<file path="config.mk">
export PLATFORM = sky130hd
export DESIGN_NAME = cmd_executor_flat
export DESIGN_NICKNAME = d
export VERILOG_FILES = /design/src/hdl/pci_pkg.sv /design/src/hdl/wb_if.sv /design/src/hdl/cmd_executor.sv /design/src/flat_wrapper.sv
export SDC_FILE = /design/constraint.sdc
export NUM_CORES = 1
export LEC_CHECK = 0
export BUFFER_PORTS_ARGS = -buffer_cell sky130_fd_sc_hd__buf_2
export CAP_MARGIN = 20
export CORE_MARGIN = 4
export CORE_UTILIZATION = 35
export DETAILED_ROUTE_END_ITERATION = 8
export GPL_ROUTABILITY_DRIVEN = 0
export PLACE_DENSITY = 0.75
export SETUP_SLACK_MARGIN = 0.02
export SLEW_MARGIN = 5
export SYNTH_ARGS = -nofsm -noshare
export SYNTH_HDL_FRONTEND = slang
export SYNTH_SLANG_ARGS = --single-unit
</file>
<file path="constraint.sdc">
create_clock -name sys_clk -period 12.7 [get_ports sys_clk]
set_input_delay 2.54 -clock sys_clk [delete_from_list [all_inputs] [get_ports sys_clk]]
set_output_delay 2.54 -clock sys_clk [all_outputs]
set_load 0.02 [all_outputs]
</file>
<file path="src/hdl/pci_pkg.sv">
package pci_pkg;

    // Bus widths
    typedef logic [31:0] bus_addr_t;  // Byte address
    typedef logic [31:0] bus_data_t;
    typedef logic [7:0]  spi_byte_t;
    typedef logic [7:0]  mem_index_t; // Word index, address bits 9 to 2

    localparam int MEM_WORDS  = 256;
    localparam int ADDR_BYTES = 4;    // Address bytes per frame, MSB first
    localparam int DATA_BYTES = 4;    // Data bytes, WRITE frames only

    // First byte of every frame
    typedef enum logic [7:0] {
        OP_NOP   = 8'h00,
        OP_WRITE = 8'h01,
        OP_READ  = 8'h02,
        OP_RUN   = 8'h03,
        OP_HALT  = 8'h04
    } cmd_op_t;

    // Frame parser states
    typedef enum logic [1:0] {
        DEC_OP,
        DEC_ADDR,
        DEC_DATA,
        DEC_SKIP  // Command issued or dropped, wait for next frame
    } dec_state_t;

endpackage

</file>
<file path="src/hdl/wb_if.sv">
`timescale 1ns/10ps

interface wb_if;
    import pci_pkg::*;

    logic      cyc;   // Transaction open
    logic      stb;   // Request valid
    logic      we;    // 1 = write
    bus_addr_t addr;
    bus_data_t wdata;
    bus_data_t rdata; // Valid during ack
    logic      ack;   // One cycle

    modport master (
        output cyc, stb, we, addr, wdata,
        input  rdata, ack
    );

    modport slave (
        input  cyc, stb, we, addr, wdata,
        output rdata, ack
    );

endinterface

</file>
<file path="src/hdl/cmd_executor.sv">
`timescale 1ns/10ps

module cmd_executor (
    input  logic               sys_clk,
    input  logic               i_rst,
    input  logic               i_cmd_valid,
    input  pci_pkg::cmd_op_t   i_cmd_op,
    input  pci_pkg::bus_addr_t i_cmd_addr,
    input  pci_pkg::bus_data_t i_cmd_data,
    output logic               o_rd_valid,
    output pci_pkg::bus_data_t o_rd_data,
    output logic               o_rst_core,
    wb_if.master               bus
);
    import pci_pkg::*;

    always_ff @(posedge sys_clk) begin
        if (i_rst) begin
            bus.cyc    <= 1'b0;
            bus.stb    <= 1'b0;
            bus.we     <= 1'b0;
            o_rd_valid <= 1'b0;
            o_rst_core <= 1'b1; // Core held after reset
        end else begin
            o_rd_valid <= 1'b0;
            if (bus.cyc) begin
                // Commands arriving now are ignored
                if (bus.ack) begin
                    bus.cyc    <= 1'b0;
                    bus.stb    <= 1'b0;
                    o_rd_valid <= !bus.we;
                end
            end else if (i_cmd_valid) begin
                case (i_cmd_op)
                    OP_RUN:  o_rst_core <= 1'b0;
                    OP_HALT: o_rst_core <= 1'b1;
                    OP_WRITE, OP_READ: begin
                        bus.cyc <= 1'b1;
                        bus.stb <= 1'b1;
                        bus.we  <= (i_cmd_op == OP_WRITE);
                    end
                    default: ; // NOP does nothing
                endcase
            end
        end
    end

    // Address, write data and read capture
    always_ff @(posedge sys_clk) begin
        if (!bus.cyc && i_cmd_valid) begin
            bus.addr  <= i_cmd_addr;
            bus.wdata <= i_cmd_data;
        end
        if (bus.cyc && bus.ack)
            o_rd_data <= bus.rdata;
    end

    ap_stb_in_cyc: assert property (@(posedge sys_clk) disable iff (i_rst)
        bus.stb |-> bus.cyc);

endmodule

</file>
<file path="src/flat_wrapper.sv">
// flat-port wrapper written by rule: the top's interface ports become plain ports
module cmd_executor_flat import pci_pkg::*;
  (sys_clk, i_rst, i_cmd_valid, i_cmd_op, i_cmd_addr, i_cmd_data, o_rd_valid, o_rd_data, o_rst_core, bus_cyc, bus_stb, bus_we, bus_addr, bus_wdata, bus_rdata, bus_ack);
  wb_if bus_i ();
  input  logic sys_clk;
  input  logic i_rst;
  input  logic i_cmd_valid;
  input  pci_pkg::cmd_op_t i_cmd_op;
  input  pci_pkg::bus_addr_t i_cmd_addr;
  input  pci_pkg::bus_data_t i_cmd_data;
  output logic o_rd_valid;
  output pci_pkg::bus_data_t o_rd_data;
  output logic o_rst_core;
  output wire logic [$bits(bus_i.cyc)-1:0] bus_cyc;
  output wire logic [$bits(bus_i.stb)-1:0] bus_stb;
  output wire logic [$bits(bus_i.we)-1:0] bus_we;
  output wire logic [$bits(bus_i.addr)-1:0] bus_addr;
  output wire logic [$bits(bus_i.wdata)-1:0] bus_wdata;
  input wire logic [$bits(bus_i.rdata)-1:0] bus_rdata;
  input wire logic [$bits(bus_i.ack)-1:0] bus_ack;
  assign bus_cyc = bus_i.cyc;
  assign bus_stb = bus_i.stb;
  assign bus_we = bus_i.we;
  assign bus_addr = bus_i.addr;
  assign bus_wdata = bus_i.wdata;
  assign bus_i.rdata = bus_rdata;
  assign bus_i.ack = bus_ack;
  cmd_executor u_core (.sys_clk(sys_clk), .i_rst(i_rst), .i_cmd_valid(i_cmd_valid), .i_cmd_op(i_cmd_op), .i_cmd_addr(i_cmd_addr), .i_cmd_data(i_cmd_data), .o_rd_valid(o_rd_valid), .o_rd_data(o_rd_data), .o_rst_core(o_rst_core), .bus(bus_i));
endmodule
</file>
After elaboration in Yosys (flattened, before gate mapping)
Index checks and enable logic that the tools add are counted.
{"block": "totals", "register_bits": 101, "inputBits": 108, "out_inout_bits": 101, "word_cells": 36}
{"block": "classes", "n_eq_ne": 5, "mux": 9, "n_bitwise": 2, "n_reduce_logical": 12}
{"op": "8-bit by 2-bit == test with 1-bit output (second input constant)", "n": 2}
{"op": "3-bit AND reduction", "n": 3}
{"op": "8-bit by 1-bit == test with 1-bit output (second input constant)", "n": 1}
{"op": "8-bit by 3-bit == test with 1-bit output (second input constant)", "n": 1}
{"op": "1-bit 2-to-1 mux", "n": 8}
{"op": "2-bit nonzero test", "n": 3}
{"op": "3-bit OR reduction", "n": 1}
{"op": "1-bit logical AND", "n": 2}
{"op": "1-bit zero test", "n": 2}
{"op": "2-bit inequality test (second input constant)", "n": 1}
{"op": "1-bit NOT", "n": 2}
{"op": "1-bit case mux with 2 select lines", "n": 1}
{"op": "2-bit OR reduction", "n": 1}

Depth between registers and ports, before layout
{"block": "depth", "word_depth": 5, "mapped_depth": 3, "depth_no_buf": 3}

Worst setup path before layout
Ideal clock, no wire load.
{"block": "synth_timing", "path_kind": "input-to-reg", "startpoint": "in i_cmd_valid", "endpoint": "reg u_core.bus.addr[0] (enable)", "setup_time_ns": 0.493, "arrival_time_ns": 5.354, "required_ns": 12.207, "path_slack_ns": 6.853, "stages": 1, "n_path_buf": 0, "path_cell_list": "nor2b_1"}
{"block": "synth_between", "elab_chain_len": 1}
{"element": "start: declaration", "line": "flat_wrapper.sv:7", "rtl": "input logic i_cmd_valid;"}
{"element": "1-bit logical AND", "line": "cmd_executor.sv:50", "rtl": "if (!bus.cyc && i_cmd_valid) begin"}
{"element": "end signal: assignment", "line": "cmd_executor.sv:51", "rtl": "bus.addr <= i_cmd_addr;"}
{"element": "end: declaration", "line": "wb_if.sv:15", "rtl": "output cyc, stb, we, addr, wdata,"}
No other way between the ends.
A chain may end at the register's enable or synchronous reset.

Final worst setup path
{"block": "layout_timing", "startpoint": "reg u_core.bus.cyc", "endpoint": "out bus_cyc"}
{"element": "start: declaration", "line": "wb_if.sv:15"}
{"element": "start signal: assignment", "line": "cmd_executor.sv:19", "rtl": "bus.cyc <= 1'b0;"}
{"element": "start signal: assignment", "line": "cmd_executor.sv:29", "rtl": "bus.cyc <= 1'b0;"}
{"element": "start signal: assignment", "line": "cmd_executor.sv:38", "rtl": "bus.cyc <= 1'b1;"}
{"element": "end: declaration", "line": "flat_wrapper.sv:14", "rtl": "output wire logic [$bits(bus_i.cyc)-1:0] bus_cyc;"}
No word-level cell between the ends.

==> flow_summary.yaml <==
detailed_routing:
  wl_per_cell_um: 16.1
  via_per_inst: 4.43
  first_pass_iters: 4
  dr_total_vias: 2025
  drc: 0
  drtAntennaViolNets: 0
  drtIter0Drc: 44
  routed_wl_um: 7340
final_layout:
  regArea_um2: 2980
  multi_input_area_um2: 160
  num_antenna_cells: 0
  final_cells: 457
  final_layout_size_suffix_gt1_frac: 0.656
  postLayoutCellArea_um2: 4580
  fin_nets: 452
  area_delta_synth_final_pct: 45.9
  fillers: 717
global_route:
  grt_pass1_vias: 2096
  track_usage: 0.131
  grt_max_degree: 65
  antenna_found_initial: 1
  grt_overflow: 0
  grt_pass1_wl_um: 10200
floorplanning:
  start_util: 0.360
  rows: 34
  die-area_um2: 10600
  boundaryPins: 209
  die_h_um: 103
  coreArea_um2: 8720
  die_w_um: 103
sta:
  maxClockFrequency_ghz: 0.278
  worst_slew_pin_slew_ns: 0.790
  finalSetupViolations: 0
  post-route-period-util: 0.283
  final-hold-violation-count: 0
  fin_crit_ns: 3.60
  rsz0062_at_grt: "no"
  skew_ns: 0.0129
  setup_tns_ns: 0
  layout_setup_ws_ns: 9.10
  slew_violations: 0
  timing.slew.headroom: 0.474
synthesis:
  yosysTopAreaCellShare: 0.917
  syn_area_per_cell_um2: 25.6
  synth-seq-cells: 101
  yosysUniqueCellTypes: 17
  yosysTopAreaCell: "edfxtp_1"
  ys_seq_area_frac: 0.949
  syn-cell-area_um2: 3140
  synth_nets: 231
  synth_warnings: 0
  synthCells: 123
  netlist_top_cells_area: "edfxtp_1, dfxtp_1, nor4b_4"
clocking:
  hold_buffers: 0
  cts_sinks: 101
  cts_buffers: 9
  cts_tree: "yes"
  max-clock-path-buffers: 2
  post_cts_resized: 0
  cts_setup_buffers: 0
  clockRootBuffer: "clkbuf_8"
  clkLatencyLatePin_ns: 0.35
  clk_pin_slew_worst_paths_ns: 0.10
  h-tree-depth: 3
worst_setup_path:
  crit_slowest_cell: "dfxtp_1"
  cp_num_buf_inv: 1
  max_stage_delay_ns: 0.49
  start_kind: "flip-flop"
  crit_path_max_fanout: 5
  crit_family: "flip-flops"
  crit_path_end_kind: "primary output"
  path_cells: "buf_2"
  worstSetupPathType: "reg2out"
  cp_data_required_time_ns: 10.16
  crit_arrival_ns: 1.06
placed_design:
  post-place-cells: 440
  post_dp_cell_area_um2: 4330
  place_ws_ns: 8.71
  portBuffers: 208
  dpl.hpwl_um: 5760
power_and_ir_drop:
  p_leak_nw: 1.99
  peakVddDrop_mv: 0.0614
  p_total_mw: 0.650
  power_density_nw_per_um2: 142
hold_path:
  hold_path_class: "reg2reg"
flow_run:
  maxCapViolCount: 0
status:
  status: "finished clean"
-- logic make-up (layout without fill, tap and decap cells) --
family | after synthesis | count (layout) | share of synthesized area
xor gates and xnor gates | 1 | 1 | 0.00279
muxes | 1 | 1 | 0.00318
and+or+nand+nor | 14 | 14 | 0.0346
buffers and inverters | 2 | 228 | 0.00239
AOI/OAI and AO/OA | 4 | 4 | 0.00796
DFF | 101 | 101 | 0.949
-- routing by layer --
metal | global-route usage | up-vias | wire length, um
li1 | - | 930 | -
met1 | 0.137 | 939 | 2450
met2 | 0.232 | 141 | 3720
met3 | 0.0582 | 13 | 1050
met4 | 0.0478 | 2 | 104
met5 | 0 | - | 12
-- state kept, by name (all words and copies together), names as in the netlist --
name	flops
u_core.bus.stb	1
u_core.o_rd_valid	1
u_core.bus.addr	32
u_core.o_rd_data	32
u_core.o_rst_core	1
u_core.bus.we	1
u_core.bus.cyc	1
u_core.bus.wdata	32
-- area by class of cell --
cell class	instances	area share
Sequential cell	101	0.651
Inverter	2	0.00164
Clock inverter	6	0.0207
Timing Repair Buffer	210	0.235
Tap cell	108	0.0295
Multi-Input combinational cell	20	0.0349
Clock buffer	10	0.0278
-- cells in the mapped netlist (all sizes together) --
cell type,instances
edfxtp,96
dfxtp,5
a21oi,3
nand2,3
inv,2
nand2b,2
nor2,2
nor3,2
a41o,1
mux2i,1
nand3,1
nand4,1
nand4b,1
nor2b,1
nor4b,1
xor2,1
-- worst register-to-register path, stage by stage (launching register included) --
cell     delay [ns]
dfxtp_1        0.39
nor2b_4        0.12
buf_4          0.61
-- where the power goes --
part	internal (mW)	switching [mW]
logic	0.0199	0.0286
clock network	0.113	0.108
registers	0.377	0.00275
-- cells in the final DEF (no fill, tap or decap), drive strengths merged --
master,synthesis,final
a21oi,3,3
a41o,1,1
buf,0,210
bufinv,0,2
clkbuf,0,10
clkinvlp,0,2
dfxtp,5,5
edfxtp,96,96
inv,2,4
mux2i,1,1
nand2,3,3
nand2b,2,2
nand3,1,1
nand4,1,1
nand4b,1,1
nor2,2,2
nor2b,1,1
nor3,2,2
nor4b,1,1
xor2,1,1
-- worst paths after layout --
check | depth (start not counted) | slack (ns) | from | endpoint
hold reg to reg | 2 | 0.46 | u_core.bus.stb | u_core.bus.stb
hold / removal | 2 | 0.46 | u_core.bus.stb | u_core.bus.stb
setup reg to reg | 2 | 11.16 | u_core.bus.cyc | u_core.bus.wdata[5]
setup / recovery | 1 | 9.10 | u_core.bus.cyc | bus_cyc
-- stage by stage --
step                      hold WS (ns)   util
final                            0.464  0.526
after floorplan                  0.522      -
after detailed placement         0.455  0.497
after CTS                        0.470  0.523
after global placement           0.440  0.497
after global routing             0.499  0.526
Power figures use the tool's default switching activity.
