<file path="src/hdl/pci_pkg.sv">
package pci_pkg;

    // Bus widths
    typedef logic [31:0] bus_addr_t;  // Byte address
    typedef logic [31:0] bus_data_t;
    typedef logic [7:0]  spi_byte_t;
    typedef logic [7:0]  mem_index_t; // Word index, address bits 9 to 2

    localparam int MEM_WORDS  = 256;
    localparam int ADDR_BYTES = 4;    // Address bytes per frame, MSB first
    localparam int DATA_BYTES = 4;    // Data bytes, WRITE frames only

    // First byte of every frame
    typedef enum logic [7:0] {
        OP_NOP   = 8'h00,
        OP_WRITE = 8'h01,
        OP_READ  = 8'h02,
        OP_RUN   = 8'h03,
        OP_HALT  = 8'h04
    } cmd_op_t;

    // Frame parser states
    typedef enum logic [1:0] {
        DEC_OP,
        DEC_ADDR,
        DEC_DATA,
        DEC_SKIP  // Command issued or dropped, wait for next frame
    } dec_state_t;

endpackage

</file>
<file path="src/hdl/spi_byte_shifter.sv">
`timescale 1ns/10ps

module spi_byte_shifter (
    input  logic               sys_clk,
    input  logic               i_rst,
    input  logic               i_sck,
    input  logic               i_cs_n,
    input  logic               i_mosi,
    input  pci_pkg::spi_byte_t i_tx_byte,
    output logic               o_miso,
    output logic               o_rx_valid,
    output pci_pkg::spi_byte_t o_rx_byte,
    output logic               o_frame_start
);
    import pci_pkg::*;

    logic [1:0] sck_s;
    logic [1:0] cs_s;
    logic [1:0] mosi_s;
    logic       sck_d;     // Previous synced sck
    logic       cs_d;
    logic       sck_rise;
    logic       sck_fall;
    logic [2:0] bit_cnt;   // Rising edges seen in current byte
    spi_byte_t  rx_shift;
    spi_byte_t  tx_shift;

    // Two-flop synchronizers plus edge history
    always_ff @(posedge sys_clk) begin
        if (i_rst) begin
            sck_s  <= '0;
            cs_s   <= 2'b11;
            mosi_s <= '0;
            sck_d  <= 1'b0;
            cs_d   <= 1'b1;
        end else begin
            sck_s  <= {sck_s[0], i_sck};
            cs_s   <= {cs_s[0], i_cs_n};
            mosi_s <= {mosi_s[0], i_mosi};
            sck_d  <= sck_s[1];
            cs_d   <= cs_s[1];
        end
    end

    assign sck_rise      = sck_s[1] & ~sck_d;
    assign sck_fall      = ~sck_s[1] & sck_d;
    assign o_frame_start = ~cs_s[1] & cs_d;

    always_ff @(posedge sys_clk) begin
        if (i_rst) begin
            bit_cnt    <= '0;
            o_rx_valid <= 1'b0;
            tx_shift   <= '0;
        end else begin
            o_rx_valid <= 1'b0;
            if (cs_s[1]) begin
                bit_cnt <= '0;
            end else if (sck_rise) begin
                bit_cnt    <= bit_cnt + 3'd1;
                o_rx_valid <= (bit_cnt == 3'd7); // 8th edge completes the byte
            end

            if (o_frame_start) begin
                tx_shift <= i_tx_byte;           // First byte out before first sck
            end else if (sck_fall && !cs_s[1]) begin
                // Counter back at zero means a byte boundary
                tx_shift <= (bit_cnt == 3'd0) ? i_tx_byte : tx_shift << 1;
            end
        end
    end

    always_ff @(posedge sys_clk) begin
        if (sck_rise && !cs_s[1])
            rx_shift <= {rx_shift[6:0], mosi_s[1]}; // MSB first
    end

    assign o_rx_byte = rx_shift;
    assign o_miso    = tx_shift[7];

    // Bytes only complete inside a cs-low window
    ap_rx_in_frame: assert property (@(posedge sys_clk) disable iff (i_rst)
        $rose(o_rx_valid) |-> !cs_s[1]);

endmodule

</file>
<file path="config.mk">
export PLATFORM = sky130hd
export DESIGN_NAME = spi_byte_shifter
export DESIGN_NICKNAME = d
export VERILOG_FILES = /design/src/hdl/pci_pkg.sv /design/src/hdl/spi_byte_shifter.sv
export SDC_FILE = /design/constraint.sdc
export NUM_CORES = 1
export LEC_CHECK = 0
export ABC_AREA = 1
export BUFFER_PORTS_ARGS = -buffer_cell sky130_fd_sc_hd__buf_2
export CAP_MARGIN = 20
export CORE_UTILIZATION = 35
export DETAILED_ROUTE_END_ITERATION = 12
export PLACE_DENSITY = 0.58
export SYNTH_ARGS = -nofsm -noshare
export SYNTH_HDL_FRONTEND = slang
export SYNTH_SLANG_ARGS = --single-unit
</file>
<file path="constraint.sdc">
create_clock -name sys_clk -period 3.45 [get_ports sys_clk]
set_clock_uncertainty 0.2 [all_clocks]
set_input_delay 0.345 -clock sys_clk [delete_from_list [all_inputs] [get_ports sys_clk]]
set_output_delay 0.345 -clock sys_clk [all_outputs]
set_load 0.01 [all_outputs]
</file>
* Yosys cells after proc, flatten, opt, wreduce, memory -nomap -nowiden
Index checks and enable logic that the tools add are counted.
** Word-level totals
- Logic and storage cells :: 28
- Register bits after elaboration :: 28
- Input bits :: 13
- Output and inout port bits :: 11
** Cells by class
- $add $sub $neg :: 1
- Equal/unequal tests :: 1
- Bitwise operators :: 7
- Mux-type cells :: 3
- Reductions and logical operators :: 7
** Operators by type and width (number)
- $mux 8 :: 3
- $not 1->1 :: 4
- $add 3x1->3 const B :: 1
- $and 1x1->1 :: 3
- $eq 3x3->1 const B :: 1
- $logic_not 3->1 :: 1
- $reduce_or 3->1 :: 1
- $logic_and 1x1->1 :: 2
- $reduce_bool 2->1 :: 1
- $reduce_or 2->1 :: 1
- $logic_not 1->1 :: 1

* Logic depth before layout (Yosys ltp)
Gate-level depths: netlist (run 1).
- Depth in word-level cells :: 5
- Gate-level depth with buffers :: 8
- Mapped depth without buffers :: 8

* Least setup slack after synthesis (run 1)
No wires, ideal clock.
- Kind :: reg2reg
- Start point :: register sck_s[1]
- End point :: register rx_shift[0], in the netlist o_rx_byte[0], enable pin
- Data arrival time :: 1.031 ns
- Cell stages (with the launch flop) :: 5
- Slack :: 1.849 ns
- Path buffers :: 0
- Required time :: 2.880 ns
- Setup time :: 0.370 ns
- Clock period less this slack :: 1.601 ns
- Cell sequence :: dfxtp_1 inv_1 nor2_1 inv_1 nor2_1
** Between the ends
- Cells in the longest elaborated chain, start to end :: 2
** RTL lines
- from (decl) :: line spi_byte_shifter.sv:17 : logic [1:0] sck_s;
- from (signal assigned) :: line spi_byte_shifter.sv:37 : sck_s <= {sck_s[0], i_sck};
- $and 1x1->1 :: line spi_byte_shifter.sv:45 : assign sck_rise = sck_s[1] & ~sck_d;
- $logic_and 1x1->1 :: line spi_byte_shifter.sv:73 : if (sck_rise && !cs_s[1])
- to (signal assigned) :: line spi_byte_shifter.sv:74 : rx_shift <= {rx_shift[6:0], mosi_s[1]};
- to (decl) :: line spi_byte_shifter.sv:25 : spi_byte_t rx_shift;
Every way passes these cells.
A chain may end at the register's enable or synchronous reset.

* Final worst setup path (run 1)
- Start point :: register sck_s[1]
- End point :: register rx_shift[5], in the netlist o_rx_byte[5], enable pin
The elaborated chain is that of the path after synthesis.

==> results.json, run 1 <==
{
  "seq_area_um2": 640.6,
  "postCtsSetupBuffers": 0,
  "design_area_um2": 1370,
  "ctsLongestPathBuffers": 2,
  "drt_wl_total_um": 1943,
  "dr.pass1.iters": 4,
  "dpl.hpwl_um": 1348,
  "detailedPlace.worstSlack_ps": 1592,
  "relSlewSlack": 0.5806,
  "placedCellCount": 190,
  "antenna_left": 0,
  "start_kind": "flop",
  "cp-startpoint": "sck_s[1]",
  "layout_min_cycle_time_ps": 1856,
  "antenna_found_initial": 0,
  "die_area_um2": 3537,
  "cp_max_fo": 8,
  "die_y_um": 59.48,
  "synth.distinct_cells": 18,
  "report.final.hold_viol_count": 0,
  "route.vias.total": 857,
  "peakVddDrop_uv": 214.1,
  "synth-seq-area-share": 0.5541,
  "grt_pass1_wl_um": 3132,
  "core-area_um2": 3103,
  "place_congestion": 0.8101,
  "cts_resized": 0,
  "syn_avg_cell_area_um2": 9.103,
  "fin_ws_ps": 1594,
  "rows": 20,
  "required_ps": 3220,
  "synth_fp_nets": 143,
  "arrival_ps": 1630,
  "fin_hold_ws_ps": 53.18,
  "drv_cap": 0,
  "io_buffers": 23,
  "clk_latency_ps": 320,
  "viasPerCell": 4.350,
  "wl_per_cell_um": 9.863,
  "numCtsBuffers": 3,
  "regToRegSetupSlack_ps": 1590,
  "sw_frac_of_total": 0.1988,
  "initialDrtViolationCount": 24,
  "grt_pass1_vias": 730,
  "ios": 24,
  "fin_nets": 170,
  "combPwrFrac": 0.070,
  "grt_max_degree": 25,
  "layout-drive-gt1-share": 0.2353,
  "fmax_mhz": 538.9,
  "grt_usage": 0.1206,
  "worstMarginPinSlew_ps": 626.7,
  "synthCells": 127,
  "area_growth_pct": 18.51,
  "p_int_uw": 484.0,
  "ys_seq_elements": 28,
  "hold_path_class": "in2reg",
  "finalCritPeriodShare": 0.5379,
  "p_per_area_nw_per_um2": 440.9,
  "fin_cells": 197,
  "reg2reg_from": "sck_s[1]",
  "cp-endpoint": "o_rx_byte[5]",
  "grt_overflow_total": 0,
  "place_area_um2": 1287,
  "path_clk_slew_ps": 150,
  "switchingPower_uw": 120.1,
  "syn_area_um2": 1156,
  "fp.dieW_um": 59.48,
  "end_kind": "flop",
  "leakage_nw": 0.5975,
  "status": "finished clean",
  "hold_buffers": 3,
  "yosys_warnings": 0,
  "initial_core_util": 0.3726,
  "cts_root_buf": "clkbuf_4",
  "drc": 0,
  "clkPwrFrac": 0.350,
  "post-route-util": 0.4415,
  "path_class": "reg2reg",
  "p_seq_frac": 0.580,
  "r2r-end": "o_rx_byte[5]",
  "cts.sinks": 28,
  "min-delay-start": "i_rst",
  "setup_viol": 0,
  "rr_worst_depth": 4,
  "finalSetupTns_ps": 0,
  "rsz0062_at_grt": "no",
  "multi_input_area_um2": 431.7,
  "power_uw": 604.1,
  "slew_violations": 0,
  "n_fill_cell": 356,
  "cts.htree.levels": 1,
  "cts_tree": "yes",
  "diodes": 0
}
## worst max-delay path, stage by stage (launching register included)
cell and delay (ps):
dfxtp_1 340, inv_1 60, nor2_1 260, inv_1 140, nor2_1 510
## logic make-up after synthesis
logic type,share of synthesized area
flip-flops,0.5541
AND/OR/NAND/NOR,0.2825
AO/OA/AOI/OAI,0.05844
buffers and inverters,0.07250
adder cells (fa/ha/maj),0.03247
## synth_stat cells
master	number	area [µm²]
nand2_4	2	22.52
a21boi_0	2	15.01
a21oi_1	3	15.01
nand2_2	1	6.260
dfxtp_1	20	400.4
inv_2	3	11.26
buf_6	3	33.78
edfxtp_1	8	240.2
ha_1	3	37.54
or2_2	2	12.51
nand2_1	26	97.59
nand3b_1	7	52.55
nor2_1	24	90.09
a21boi_1	5	37.54
nand3_2	1	10.01
clkbuf_2	1	5.000
inv_1	9	33.78
nand3_1	7	35.03
## area by class of cell
cell class,instances,share of cell area
well taps,44,0.04018
clock inverters,1,0.02192
flip-flops and latches,28,0.4676
clock buffers,3,0.01644
inverters,12,0.03288
multi-input cells,83,0.3151
repair buffers,26,0.1059
## worst min path at each step
stage	cells past startpoint	to	slack (ps)
final	2	sck_s[1]	50
after global routing	2	mosi_s[1]	60
after CTS	2	sck_s[1]	50
after detailed placement	0	o_rx_byte[0]	190
after global placement	0	o_rx_byte[0]	190
after floorplan	0	o_rx_byte[0]	190
## per-layer routing
metal | vias up | wire [µm] | track usage
met4 | 0 | 17 | 0.07143
met3 | 2 | 51 | 0.01965
met5 | - | 0 | 0
met1 | 389 | 939 | 0.1578
met2 | 9 | 936 | 0.1862
li1 | 457 | - | -
## power groups by stage
stage	Combinational (mW)	Sequential, mW	Clock, mW
after global routing	0.0485	0.351	0.229
final	0.0423	0.350	0.212
after global placement	0.0390	0.357	0
after detailed placement	0.0398	0.357	0
after CTS	0.0426	0.350	0.220
after floorplan	0.0293	0.357	0
## flip-flops by register name (all words and copies together) (netlist names)
| name | count |
|---|---|
| o_rx_byte | 8 |
| cs_d | 1 |
| o_rx_valid | 1 |
| bit_cnt | 3 |
| tx_shift | 8 |
| mosi_s | 2 |
| cs_s | 2 |
| sck_s | 2 |
| sck_d | 1 |
## layout by cell type (no fill, tap or decap)
| cell | n |
|---|---|
| nand3_1 | 7 |
| or2_2 | 2 |
| clkbuf_4 | 3 |
| nand3_2 | 1 |
| ha_1 | 3 |
| bufinv_16 | 1 |
| dfxtp_1 | 20 |
| inv_2 | 3 |
| nor2_1 | 24 |
| inv_1 | 9 |
| nand3b_1 | 7 |
| buf_2 | 23 |
| nand2_4 | 2 |
| edfxtp_1 | 8 |
| nand2_1 | 26 |
| a21boi_0 | 2 |
| a21boi_1 | 5 |
| nand2_2 | 1 |
| dlygate4sd3_1 | 3 |
| a21oi_1 | 3 |
Note: power is estimated with default switching activity, not from simulation.
==> run 2, diff against run 1 <==
clock period = 1.95 ns   (was 3.45 ns; I/O delays follow)
==> results.json, run 2 (synthesis gave the netlist of run 1 again) <==
{
  "ios": 24,
  "io_buffers": 23,
  "hold_path_end": "tx_shift[5]",
  "place_congestion": 0.7819,
  "place_area_um2": 1295,
  "path_class": "in2reg",
  "reg2reg_from": "sck_s[1]",
  "end_kind": "flop",
  "dr.pass1.iters": 4,
  "grt_usage": 0.1217,
  "start_kind": "primary input",
  "fin_nets": 176,
  "relSlewSlack": 0.8087,
  "grt_overflow_total": 0,
  "slew_violations": 0,
  "core-area_um2": 3103,
  "route.vias.total": 875,
  "cts.sinks": 28,
  "ctsLongestPathBuffers": 2,
  "path_clk_slew_ps": 140,
  "n_fill_cell": 342,
  "rr_worst_depth": 5,
  "drc": 0,
  "combPwrFrac": 0.077,
  "dpl.hpwl_um": 1342,
  "p_per_area_nw_per_um2": 751.3,
  "clk_latency_ps": 320,
  "hold_path_class": "in2reg",
  "finalSetupTns_ps": 0,
  "critPathMaxStageDelay_ps": 550,
  "leakage_nw": 0.6252,
  "antenna_left": 0,
  "grt_max_degree": 25,
  "clkPwrFrac": 0.345,
  "viasPerCell": 4.310,
  "initialDrtViolationCount": 27,
  "drt_wl_total_um": 1962,
  "design_area_um2": 1428,
  "antenna_found_initial": 0,
  "path_cells": "dlygate4sd3_1 -> buf_2 -> or2_2 -> dlygate4sd3_1",
  "finalCritPeriodShare": 0.8779,
  "peakVddDrop_uv": 411.6,
  "status": "finished clean",
  "grt_pass1_vias": 749,
  "wl_per_cell_um": 9.665,
  "fp.dieW_um": 59.48,
  "cts.htree.levels": 1,
  "seq_area_um2": 640.6,
  "post-route-util": 0.4601,
  "die_area_um2": 3537,
  "fin_cells": 203,
  "hold_depth": 4,
  "numCtsBuffers": 3,
  "grt_pass1_wl_um": 3249,
  "setup_viol": 0,
  "worstMarginPinSlew_ps": 285.8,
  "required_ps": 1980,
  "initial_core_util": 0.3726,
  "p_int_uw": 863.1,
  "slowest_stage": "dlygate4sd3_1",
  "fin_ws_ps": 238.2,
  "drv_cap": 0,
  "r2r-end": "o_rx_byte[3]",
  "cp_max_fo": 8,
  "regToRegSetupSlack_ps": 430,
  "rows": 20,
  "die_y_um": 59.48,
  "cts_tree": "yes",
  "placedCellCount": 191,
  "p_seq_frac": 0.577,
  "cpMostUsedCell": "dlygate4sd3_1",
  "fmax_mhz": 584.2,
  "detailedPlace.worstSlack_ps": 444.4,
  "min-delay-start": "i_tx_byte[5]",
  "diodes": 0,
  "fin_hold_ws_ps": 31.87,
  "mostFrequentLayoutCells": "nand2_1 (26), nor2_1 (24), buf_2 (23)",
  "layout-drive-gt1-share": 0.2327,
  "arrival_ps": 1740,
  "cts_root_buf": "clkbuf_4",
  "layout_min_cycle_time_ps": 1712,
  "multi_input_area_um2": 431.7,
  "switchingPower_uw": 209.5,
  "report.final.hold_viol_count": 0,
  "rsz0062_at_grt": "no",
  "final_common_cell": "nand2_1",
  "power_mw": 1.073,
  "sw_frac_of_total": 0.1953,
  "area_growth_pct": 23.48
}
run 2: cell count changes in the layout (fill, tap and decap cells not counted), sizes merged:
cell and delta:
buf +1, dlygate4sd3 +5
run 2: how the worst max path moves through the flow:
stage / startpoint / endpoint / slack (ps)
CTS: i_rst / cs_s[0] / 250
detailed placement: sck_s[1] / o_rx_byte[0] / 440
global placement: sck_s[1] / o_rx_byte[0] / 490
finish: i_rst / cs_s[0] / 240
global route: i_rst / cs_s[0] / 210
floorplan: sck_s[1] / o_rx_byte[0] / 350
run 2: layout make-up:
class / count / share of cell area
Tap cell: 44 / 0.03856
Multi-Input combinational cell: 83 / 0.3024
Timing Repair Buffer: 32 / 0.1420
Clock inverter: 1 / 0.02103
Inverter: 12 / 0.03155
Sequential cell: 28 / 0.4487
Clock buffer: 3 / 0.01578
run 2: worst max-delay path, delay by kind of cell:
family,cells,cell delay (ps)
buf+inv,3,1250
simple gates,1,300
run 2: power by group through the flow:
stage	clock (mW)	sequential (mW)	combinational [mW]
2_1_floorplan	0	0.632	0.0519
5_1_grt	0.399	0.621	0.0948
6_report	0.371	0.619	0.0828
3_3_place_gp	0	0.632	0.0692
4_1_cts	0.382	0.619	0.0835
3_5_place_dp	0	0.632	0.0712
run 2: timing repair:
| action | CTS | global route |
|---|---|---|
| gates resized for setup | 0 | 0 |
| hold buffers | 8 | 0 |
| hold endpoints to repair | 8 | 0 |
| buffers inserted | 0 | 0 |
run 2: per-layer routing:
metal	wire length (µm)	vias up	global-route usage
li1	-	466	-
met1	944	398	0.1573
met2	957	9	0.2006
met3	47	2	0.01965
met4	13	0	0.05102
met5	0	-	0
