<file path="src/hdl/pci_pkg.sv">
package pci_pkg;

    // Bus widths
    typedef logic [31:0] bus_addr_t;  // Byte address
    typedef logic [31:0] bus_data_t;
    typedef logic [7:0]  spi_byte_t;
    typedef logic [7:0]  mem_index_t; // Word index, address bits 9 to 2

    localparam int MEM_WORDS  = 256;
    localparam int ADDR_BYTES = 4;    // Address bytes per frame, MSB first
    localparam int DATA_BYTES = 4;    // Data bytes, WRITE frames only

    // First byte of every frame
    typedef enum logic [7:0] {
        OP_NOP   = 8'h00,
        OP_WRITE = 8'h01,
        OP_READ  = 8'h02,
        OP_RUN   = 8'h03,
        OP_HALT  = 8'h04
    } cmd_op_t;

    // Frame parser states
    typedef enum logic [1:0] {
        DEC_OP,
        DEC_ADDR,
        DEC_DATA,
        DEC_SKIP  // Command issued or dropped, wait for next frame
    } dec_state_t;

endpackage

</file>
<file path="src/hdl/cmd_decoder.sv">
`timescale 1ns/10ps

module cmd_decoder (
    input  logic               sys_clk,
    input  logic               i_rst,
    input  logic               i_rx_valid,
    input  pci_pkg::spi_byte_t i_rx_byte,
    input  logic               i_frame_start,
    input  logic               i_rd_valid,
    input  pci_pkg::bus_data_t i_rd_data,
    output pci_pkg::spi_byte_t o_tx_byte,
    output logic               o_cmd_valid,
    output pci_pkg::cmd_op_t   o_cmd_op,
    output pci_pkg::bus_addr_t o_cmd_addr,
    output pci_pkg::bus_data_t o_cmd_data,
    output logic               o_intr
);
    import pci_pkg::*;

    dec_state_t state;
    cmd_op_t    op_reg;
    logic [1:0] byte_cnt;
    logic       op_known;
    bus_data_t  tx_reg;     // Read reply, MSB byte goes out first
    logic [1:0] tx_cnt;
    logic       rd_pending;

    always_comb begin
        case (op_reg)
            OP_WRITE, OP_READ, OP_RUN, OP_HALT: op_known = 1'b1;
            default:                            op_known = 1'b0;
        endcase
    end

    always_ff @(posedge sys_clk) begin
        if (i_rst) begin
            state       <= DEC_OP;
            byte_cnt    <= '0;
            o_cmd_valid <= 1'b0;
        end else begin
            o_cmd_valid <= 1'b0;
            if (i_frame_start) begin
                state    <= DEC_OP;
                byte_cnt <= '0;
            end else if (i_rx_valid) begin
                case (state)
                    DEC_OP: begin
                        op_reg   <= cmd_op_t'(i_rx_byte);
                        byte_cnt <= '0;
                        if (i_rx_byte != OP_NOP)
                            state <= DEC_ADDR; // NOP bytes stay here
                    end
                    DEC_ADDR: begin
                        o_cmd_addr <= {o_cmd_addr[23:0], i_rx_byte};
                        byte_cnt   <= byte_cnt + 2'd1;
                        if (byte_cnt == 2'(ADDR_BYTES - 1)) begin
                            byte_cnt <= '0;
                            if (op_reg == OP_WRITE) begin
                                state <= DEC_DATA;
                            end else begin
                                o_cmd_valid <= op_known; // Unknown opcode dropped here
                                state       <= DEC_SKIP;
                            end
                        end
                    end
                    DEC_DATA: begin
                        o_cmd_data <= {o_cmd_data[23:0], i_rx_byte};
                        byte_cnt   <= byte_cnt + 2'd1;
                        if (byte_cnt == 2'(DATA_BYTES - 1)) begin
                            o_cmd_valid <= 1'b1;
                            state       <= DEC_SKIP;
                        end
                    end
                    default: state <= DEC_SKIP; // Extra bytes ignored
                endcase
            end
        end
    end

    assign o_cmd_op = op_reg;

    // Read reply queue and interrupt
    always_ff @(posedge sys_clk) begin
        if (i_rst) begin
            rd_pending <= 1'b0;
            tx_cnt     <= '0;
            o_intr     <= 1'b0;
        end else if (i_rd_valid) begin
            tx_reg     <= i_rd_data;
            rd_pending <= 1'b1;
            tx_cnt     <= '0;
            o_intr     <= 1'b1;
        end else begin
            if (i_frame_start)
                o_intr <= 1'b0;
            if (rd_pending && i_rx_valid) begin
                tx_reg <= tx_reg << 8;
                tx_cnt <= tx_cnt + 2'd1;
                if (tx_cnt == 2'(DATA_BYTES - 1))
                    rd_pending <= 1'b0; // Whole word sent
            end
        end
    end

    assign o_tx_byte = rd_pending ? tx_reg[31:24] : '0;

    ap_cmd_pulse: assert property (@(posedge sys_clk) disable iff (i_rst)
        o_cmd_valid |=> !o_cmd_valid);

endmodule

</file>
<file path="config.mk">
export PLATFORM = sky130hd
export DESIGN_NAME = cmd_decoder
export DESIGN_NICKNAME = d
export VERILOG_FILES = /design/src/hdl/pci_pkg.sv /design/src/hdl/cmd_decoder.sv
export SDC_FILE = /design/constraint.sdc
export NUM_CORES = 1
export LEC_CHECK = 0
export BUFFER_PORTS_ARGS = -buffer_cell sky130_fd_sc_hd__buf_2
export CAP_MARGIN = 0
export CORE_AREA = 2 2 120 122
export DETAILED_ROUTE_END_ITERATION = 7
export DIE_AREA = 0 0 122 124
export PLACE_DENSITY = 0.48
export SKIP_CTS_REPAIR_TIMING = 1
export SKIP_LAST_GASP = 1
export SYNTH_ARGS = -nofsm -noshare
export SYNTH_HDL_FRONTEND = slang
export SYNTH_SLANG_ARGS = --single-unit
</file>
<file path="constraint.sdc">
create_clock -name sys_clk -period 2.9 [get_ports sys_clk]
set_input_delay 0.145 -clock sys_clk [delete_from_list [all_inputs] [get_ports sys_clk]]
set_output_delay 0.145 -clock sys_clk [all_outputs]
set_load 0.01 [all_outputs]
</file>
# Word-level counts from Yosys, hierarchy flattened
# Cells that the tools add are included.
[word_totals]
reg_bits = 113
input_bits = 45
wordCells = 64
[op_classes]
n_addsub = 2
n_eq_ne = 11
mux = 20
n_bitwise = 3
n_reduce_logical = 18
[ops]
columns = ["operator", "n"]
rows = [
  ["$mux W32", 2],
  ["$eq A8 B2 Y1 const B", 2],
  ["$reduce_and A4 Y1", 4],
  ["$pmux W2 S3", 2],
  ["$mux W1", 10],
  ["$eq A8 B1 Y1 const B", 1],
  ["$eq A8 B3 Y1 const B", 1],
  ["$mux W2", 4],
  ["$mux W8", 1],
  ["$reduce_bool A8 Y1", 1],
  ["$eq A2 B2 Y1 const B", 3],
  ["$ne A2 B2 Y1 const B", 3],
  ["$reduce_and A2 Y1", 3],
  ["$reduce_bool A2 Y1", 3],
  ["$add A2 B1 Y2 const B", 2],
  ["$reduce_or A2 Y1", 2],
  ["$reduce_or A4 Y1", 1],
  ["$not A1 Y1", 3],
  ["$reduce_bool A3 Y1", 1],
  ["$reduce_or A3 Y1", 1],
  ["$eq A2 B1 Y1 const B", 1],
  ["$logic_not A2 Y1", 1],
  ["$pmux W1 S2", 1],
  ["$logic_and A1 B1 Y1", 1],
]

# Longest topological paths before layout
# Gate-level depths: netlist of the first run.
[depth]
depth_word = 6
mapped_depth = 6
mapped_depth_nobuf = 6

# Worst setup path before layout of the first run
# No wires, ideal clock.
[synth_timing]
path_kind = "input to register"
start = "input i_rd_valid"
end = "register tx_reg[0], enable pin"
arrival_ps = 1995
setup_slack_ps = 484
stages = 4
cell_sequence = "buf_2 clkbuf_1 a21oi_1 nor2_1"
[synth_between]
elab_chain_len = 2
[synth_rtl]
columns = ["element", "line", "rtl"]
rows = [
  ["start, declared", "cmd_decoder.sv:9", "input logic i_rd_valid,"],
  ["$reduce_bool A2 Y1 (no line)", "n/a", ""],
  ["$reduce_and A2 Y1 (no line)", "n/a", ""],
  ["end signal, assigned", "cmd_decoder.sv:89", "tx_reg <= i_rd_data;"],
  ["end signal, assigned", "cmd_decoder.sv:97", "tx_reg <= tx_reg << 8;"],
  ["end, declared", "cmd_decoder.sv:24", "bus_data_t tx_reg;"],
]
# No other way between the ends.
# A chain may end at the register's enable or synchronous reset.

# Worst setup path after layout of the first run
[layout_timing]
start = "register state[1]"
end = "register state[0]"
[layout_between]
elab_chain_len = 3
[layout_rtl]
columns = ["element", "line", "rtl"]
rows = [
  ["start, declared", "cmd_decoder.sv:20", "dec_state_t state;"],
  ["start signal, assigned", "cmd_decoder.sv:37", "state <= DEC_OP;"],
  ["start signal, assigned", "cmd_decoder.sv:43", "state <= DEC_OP;"],
  ["start signal, assigned", "cmd_decoder.sv:51", "state <= DEC_ADDR;"],
  ["$eq A2 B1 Y1, or another cell as far along", "cmd_decoder.sv:46", "case (state)"],
  ["$ne A2 B2 Y1 (no line)", "n/a", ""],
  ["$reduce_and A4 Y1 (no line)", "n/a", ""],
]
# Several ways; a longest one is shown, not always the timed one.

==> results of run 1 <==
## cell type report
class / count / area (µm²) / share of cell area, %
multi-input combinational: 92 / 724.4 / 12.91
inverter: 3 / 11.26 / 0.2007
clock inverter: 13 / 163.9 / 2.921
clock buffer: 19 / 432.9 / 7.715
tap: 180 / 225.2 / 4.013
timing repair buffer: 139 / 750.7 / 13.38
sequential: 113 / 3303 / 58.86
## where the power goes
group	internal, W	switching [W]
registers	0.00182	0.0000127
clock network	0.00135	0.000703
logic	0.0000779	0.0000770
total	0.00324	0.000793
## placed cells by master, fill, tap and decap left out, types with 3 or more instances in the layout
| cell type | count |
|---|---|
| a21oi_1 | 5 |
| and2_1 | 16 |
| and3_1 | 3 |
| buf_2 | 126 |
| buf_4 | 4 |
| bufinv_16 | 3 |
| clkbuf_16 | 17 |
| clkinv_4 | 3 |
| clkinvlp_4 | 5 |
| dfxtp_1 | 9 |
| dlygate4sd3_1 | 9 |
| edfxtp_1 | 104 |
| ha_1 | 7 |
| inv_1 | 3 |
| mux2_2 | 25 |
| nand2_1 | 6 |
| nor2_1 | 7 |
| nor3_1 | 5 |
## kinds of logic after synthesis
| family | Yosys count | synth area share [%] |
|---|---|---|
| and+or+nand+nor | 47 | 6.501 |
| xor gates and xnor gates | 1 | 0.2157 |
| muxes | 27 | 7.425 |
| buffers and inverters | 9 | 0.8933 |
| AOI/OAI and AO/OA | 10 | 1.479 |
| DFF | 113 | 81.33 |
| adders and majority gates | 7 | 2.156 |
## worst max-delay path, stage by stage, from the launching register on
cell	delay, ns
dfxtp_1	0.33
inv_1	0.11
ha_1	0.20
or4b_1	0.44
nor3_1	0.23
nand2_1	0.09
o221a_1	0.22
## metrics by stage
step / worst slack (ns) / total power (W)
2_1_floorplan: 0.4840 / 0.001937
3_3_place_gp: 1.253 / 0.002005
3_5_place_dp: 1.147 / 0.002009
4_1_cts: 1.149 / 0.004077
5_1_grt: 1.026 / 0.004177
6_report: 1.170 / 0.004034
## per-layer routing
metal / vias to the layer above / routed length, µm / track usage [%]
li1: 1125 / - / -
met1: 1110 / 3224 / 12.19
met2: 67 / 4420 / 19.24
met3: 13 / 461 / 4.029
met4: 0 / 155 / 6.394
met5: - / 0 / 0
## worst paths after layout
check                                   start            end  slack (ns)  depth (start not counted)
worst max-delay path                 state[1]       state[0]        1.17                          6
worst min-delay path                    i_rst     rd_pending        0.02                          2
worst max register to register       state[1]       state[0]        1.17                          6
worst min register to register  o_cmd_data[0]  o_cmd_data[8]        0.44                          0
==> impl_summary.log, run 1 <==
INFO  metric post_dp_cell_area = slightly below 5000 µm²
INFO  metric die_w = approximately 120 µm
INFO  metric count_of_input_and_output_buffers = between 100 and 150
INFO  metric fmax = 0.5780 GHz
INFO  metric synthDominantCellAreaShare = slightly below 80%
INFO  metric final_hold_viol_count = 0
INFO  metric crit_path_max_fanout = 4
INFO  metric max-vdd-ir-drop = 0.3915 mV
INFO  metric dominant_cell_by_count_in_the_synthesized_netlist = edfxtp_1
INFO  metric async_reset_ff_share = 0%
INFO  metric worstHoldPathType = in -> reg
INFO  metric detailedPlacementHpwl = slightly below 6000 µm
INFO  metric post-place-cells = a little over 500
INFO  metric final_cell_area = about 5600 µm²
INFO  metric synth_top_cell_by_area = edfxtp_1
INFO  metric htree_num_levels = 4
INFO  metric clkSlewWorstSetupHoldPaths = about 0.06 ns
INFO  metric post_synth_most_frequent_cells = edfxtp_1 (104), mux2_2 (25), and2_1 (16)
INFO  metric syn_nets = between 200 and 300
INFO  metric final_antenna_net_count = 0
INFO  metric smallest_hold_slack = ~0.022 ns
INFO  metric die_y = between 100 and 150 µm
INFO  metric cts.sinks = about 110
INFO  metric stdcell_count = between 500 and 600
INFO  metric critical_path_arrival = between 2 and 2.5 ns
INFO  metric filler_cell_count = around 1300
INFO  metric yosys_warnings = 0
INFO  metric clock_latency = 0.40 ns
INFO  metric routed_wl = between 8000 and 9000 µm
INFO  metric antenna_cells = 0
INFO  metric first_global_vias = around 2300
INFO  metric critPathKind = reg -> reg
INFO  metric critPathLaunchType = flip-flop
INFO  metric fin_worst_skew = about 0.0079 ns
INFO  metric num_vias = 2315
INFO  metric pwr_density_cell = a little over 700 nW/µm²
INFO  metric netlist_instances = approximately 210
INFO  metric gr-usage-all-layers = between 10% and 20%
INFO  metric die-area = 15130 µm²
INFO  metric initial_util = between 20% and 30%
INFO  metric utilization_after_layout = a little over 40%
INFO  metric top_level_ports = between 100 and 150
INFO  metric dominantRegCellSynth = edfxtp_1
INFO  metric place_congestion = approximately 0.74
INFO  metric grt_first_pass_wirelength = approximately 12000 µm
INFO  metric syn-mean-instance-area = between 15 and 20 µm²
INFO  metric drive_above_1_share = around half
INFO  metric unrepaired_setup_endpoints_after_global_routing = false
INFO  metric fraction_of_the_cycle_the_final_worst_path_needs = about three fifths
INFO  metric grt_antenna_before_repair = 0
INFO  metric ys_types = 28
INFO  metric clock-root-buffer = clkbuf_16
INFO  metric cts_tree = yes
INFO  metric critPathCaptureType = flip-flop
INFO  metric cts_made_buffers = 17
INFO  metric register_bit_total_from_synthesis = between 100 and 150
INFO  metric synth_enable_flop_cells = 104
INFO  metric synth_area_leaders = edfxtp_1 (77%), mux2_2 (6.9%), dfxtp_1 (4.4%), and2_1 (2.5%), ha_1 (2.2%)
INFO  metric dr.first_iter.drc_count = ~130
INFO  metric drv_slew = 0
INFO  metric number_of_remaining_drc_errors = 0
INFO  metric iteration_count_of_the_initial_detailed_routing_pass = 4
INFO  metric finalSetupViolations = 0
INFO  metric wire_per_inst = roughly 15 µm
INFO  metric setup_total_negative_slack = 0 ns
INFO  metric cell_area_after_technology_mapping = between 4000 and 5000 µm²
INFO  metric worst_slew_margin_rel = between 70% and 80%
INFO  metric layout-area-overhead-vs-synth = 38.17%
INFO  metric run_status = finished clean
INFO  metric fin_nets = ~420
INFO  metric worst_slew_pin_tran = 0.4340 ns
INFO  metric floorplan.rows = 43
INFO  metric clockBufferDepth = 2
INFO  metric grt_remaining_overflow = 0
INFO  metric max_cap_violations = 0
INFO  metric p_leak = roughly 2.2 nW
INFO  metric period_minus_slack = around 1.7 ns
INFO  metric synth_sequential_area_ratio = between 80% and 90%
INFO  metric coreArea = ~14000 µm²
INFO  metric routed_via_density = roughly 4.1
INFO  metric worst_ep_required_time = 3.20 ns
INFO  metric largest_net_degree_at_the_start_of_global_routing = 37
Note: power is estimated with default switching activity, not from simulation.
==> run 2, diff against run 1 <==
--- a/config.mk
+++ b/config.mk
@@ -10,7 +10,7 @@
 export CORE_AREA = 2 2 120 122
 export DETAILED_ROUTE_END_ITERATION = 7
 export DIE_AREA = 0 0 122 124
-export PLACE_DENSITY = 0.48
+export PLACE_DENSITY = 0.5
 export SKIP_CTS_REPAIR_TIMING = 1
 export SKIP_LAST_GASP = 1
 export SYNTH_ARGS = -nofsm -noshare
==> constraint.sdc (replaced) <==
create_clock -name sys_clk -period 1.45 [get_ports sys_clk]
set_input_delay 0.0725 -clock sys_clk [delete_from_list [all_inputs] [get_ports sys_clk]]
set_output_delay 0.0725 -clock sys_clk [all_outputs]
set_load 0.01 [all_outputs]
==> impl_summary.log, run 2 (synthesis results as in run 1) <==
INFO  metric max-vdd-ir-drop = around 0.79 mV
INFO  metric crit_family = simple AND/OR/NAND/NOR gates
INFO  metric worst_slew_margin_rel = about 81%
INFO  metric cp.buffers_inverters = 1
INFO  metric cpMaxStageDelayCell = or4b_4
INFO  metric critPathLaunchType = flip-flop
INFO  metric initial_util = just under 30%
INFO  metric mostFrequentLayoutCell = buf_2
INFO  metric cts.sinks = ~110
INFO  metric p_leak = around 2.4 nW
INFO  metric largest_net_degree_at_the_start_of_global_routing = 33
INFO  metric critPathKind = reg -> reg
INFO  metric gr-usage-all-layers = approximately 11%
INFO  metric place_congestion = about 0.75
INFO  metric clock-root-buffer = clkbuf_16
INFO  metric clkSlewWorstSetupHoldPaths = approximately 0.05 ns
INFO  metric num_vias = 2540
INFO  metric worst_slew_pin_tran = between 0.2 and 0.3 ns
INFO  metric cts_tree = yes
INFO  metric worstHoldPathCells = 3
INFO  metric crit_chain = inv_2 > ha_4 > or4b_4 > nor3_4 > nand2_1 > o221a_1
INFO  metric min_delay_worst_endpoint = rd_pending
INFO  metric min_from = i_rst
INFO  metric max_cap_violations = 0
INFO  metric r2r-start = state[1]
INFO  metric drv_slew = 0
INFO  metric grt_first_pass_wirelength = between 10000 and 15000 µm
INFO  metric die-area = 15130 µm²
INFO  metric fmax = 0.6665 GHz
INFO  metric timing.reg2reg.setup_slack = -0.05 ns
INFO  metric cts_made_buffers = 17
INFO  metric worst_ep_required_time = around 1.7 ns
INFO  metric final_cell_area = approximately 6000 µm²
INFO  metric floorplan.rows = 43
INFO  metric crit_path_max_fanout = 2
INFO  metric clock_latency = around 0.41 ns
INFO  metric post-place-cells = between 500 and 600
INFO  metric finalWorstSetupSlack = -0.05047 ns
INFO  metric detailedPlacementHpwl = 5898 µm
INFO  metric max_stage_delay = 0.46 ns
INFO  metric critPathCaptureType = flip-flop
INFO  metric failing_checks = negative setup slack
INFO  metric die_y = 124 µm
INFO  metric layout-area-overhead-vs-synth = 51.88%
INFO  metric iteration_count_of_the_initial_detailed_routing_pass = 4
INFO  metric period_minus_slack = between 1.5 and 2 ns
INFO  metric routed_wl = roughly 8600 µm
INFO  metric routed_via_density = approximately 4.2
INFO  metric rr_endpoint = state[0]
INFO  metric fraction_of_the_cycle_the_final_worst_path_needs = 103.5%
INFO  metric htree_num_levels = 4
INFO  metric grt_antenna_before_repair = 0
INFO  metric critical_path_arrival = ~1.8 ns
INFO  metric first_global_vias = 2333
INFO  metric smallest_hold_slack = 0.007906 ns
INFO  metric final_antenna_net_count = 0
INFO  metric antenna_cells = 0
INFO  metric die_w = roughly 120 µm
INFO  metric count_of_input_and_output_buffers = roughly 130
INFO  metric worstHoldPathType = in -> reg
INFO  metric crit_start = state[1]
INFO  metric grt_remaining_overflow = 0
INFO  metric drive_above_1_share = 49.53%
INFO  metric mostFrequentLayoutCells = buf_2 (126), edfxtp_1 (104), dlygate4sd3_1 (41)
INFO  metric post_dp_cell_area = approximately 5000 µm²
INFO  metric run_status = complete, but fails checks
INFO  metric stdcell_count = roughly 600
INFO  metric wire_per_inst = around 14 µm
INFO  metric fin_nets = between 400 and 500
INFO  metric pwr_density_cell = approximately 1300 nW/µm²
INFO  metric final_hold_viol_count = 0
INFO  metric dr.first_iter.drc_count = 154
INFO  metric fin_worst_skew = 0.009546 ns
INFO  metric finalSetupViolations = 1
INFO  metric clockBufferDepth = 2
INFO  metric top_level_ports = ~130
INFO  metric unrepaired_setup_endpoints_after_global_routing = true
INFO  metric totalPowerFinal = 0.008250 W
INFO  metric worst_r2r_path_depth = 6
INFO  metric setup_total_negative_slack = -0.05047 ns
INFO  metric number_of_remaining_drc_errors = 0
INFO  metric coreArea = around 14000 µm²
run 2: worst max-delay path by stage:
stage	endpoint	cells after the start	slack, ns
6_report	state[0]	6	-0.05
5_1_grt	state[0]	6	-0.1
4_1_cts	state[0]	6	-0.15
3_5_place_dp	state[0]	6	-0.13
3_3_place_gp	state[0]	6	-0.10
2_1_floorplan	state[0]	6	-0.07
run 2: worst register-to-register path, stage by stage (launching register included):
cell	delay (ns)
dfxtp_2	0.32
inv_2	0.07
ha_4	0.12
or4b_4	0.46
nor3_4	0.14
nand2_1	0.08
o221a_1	0.21
run 2: report_power, final:
group / internal [W] / switching [W]
sequential: 0.00363 / 0.0000239
clock: 0.00282 / 0.00135
combinational: 0.000245 / 0.000179
total: 0.00670 / 0.00155
run 2: final cells by class:
class	count	area [µm²]
Sequential cell	113	3308
Inverter	3	11.26
Tap cell	180	225.2
Multi-Input combinational cell	92	775.7
Timing Repair Buffer	185	1251
Clock inverter	14	171.4
Fill cell	1230	7551
Clock buffer	17	425.4
run 2: routing by layer:
layer  vias up  part of all wire, %  track usage, %
met5         -                    0               0
met3        14                  5.2           4.075
li1       1215                    -               -
met1      1247                   41           12.56
met4         0                  2.2           6.968
met2        64                   51           18.09
run 2: stage by stage:
step / util [%] / setup WS, ns
after floorplan: - / -0.06718
after global placement: 37.41 / -0.1039
after detailed placement: 37.41 / -0.1281
after CTS: 41.76 / -0.1502
after global routing: 44.96 / -0.09909
final: 44.96 / -0.05047
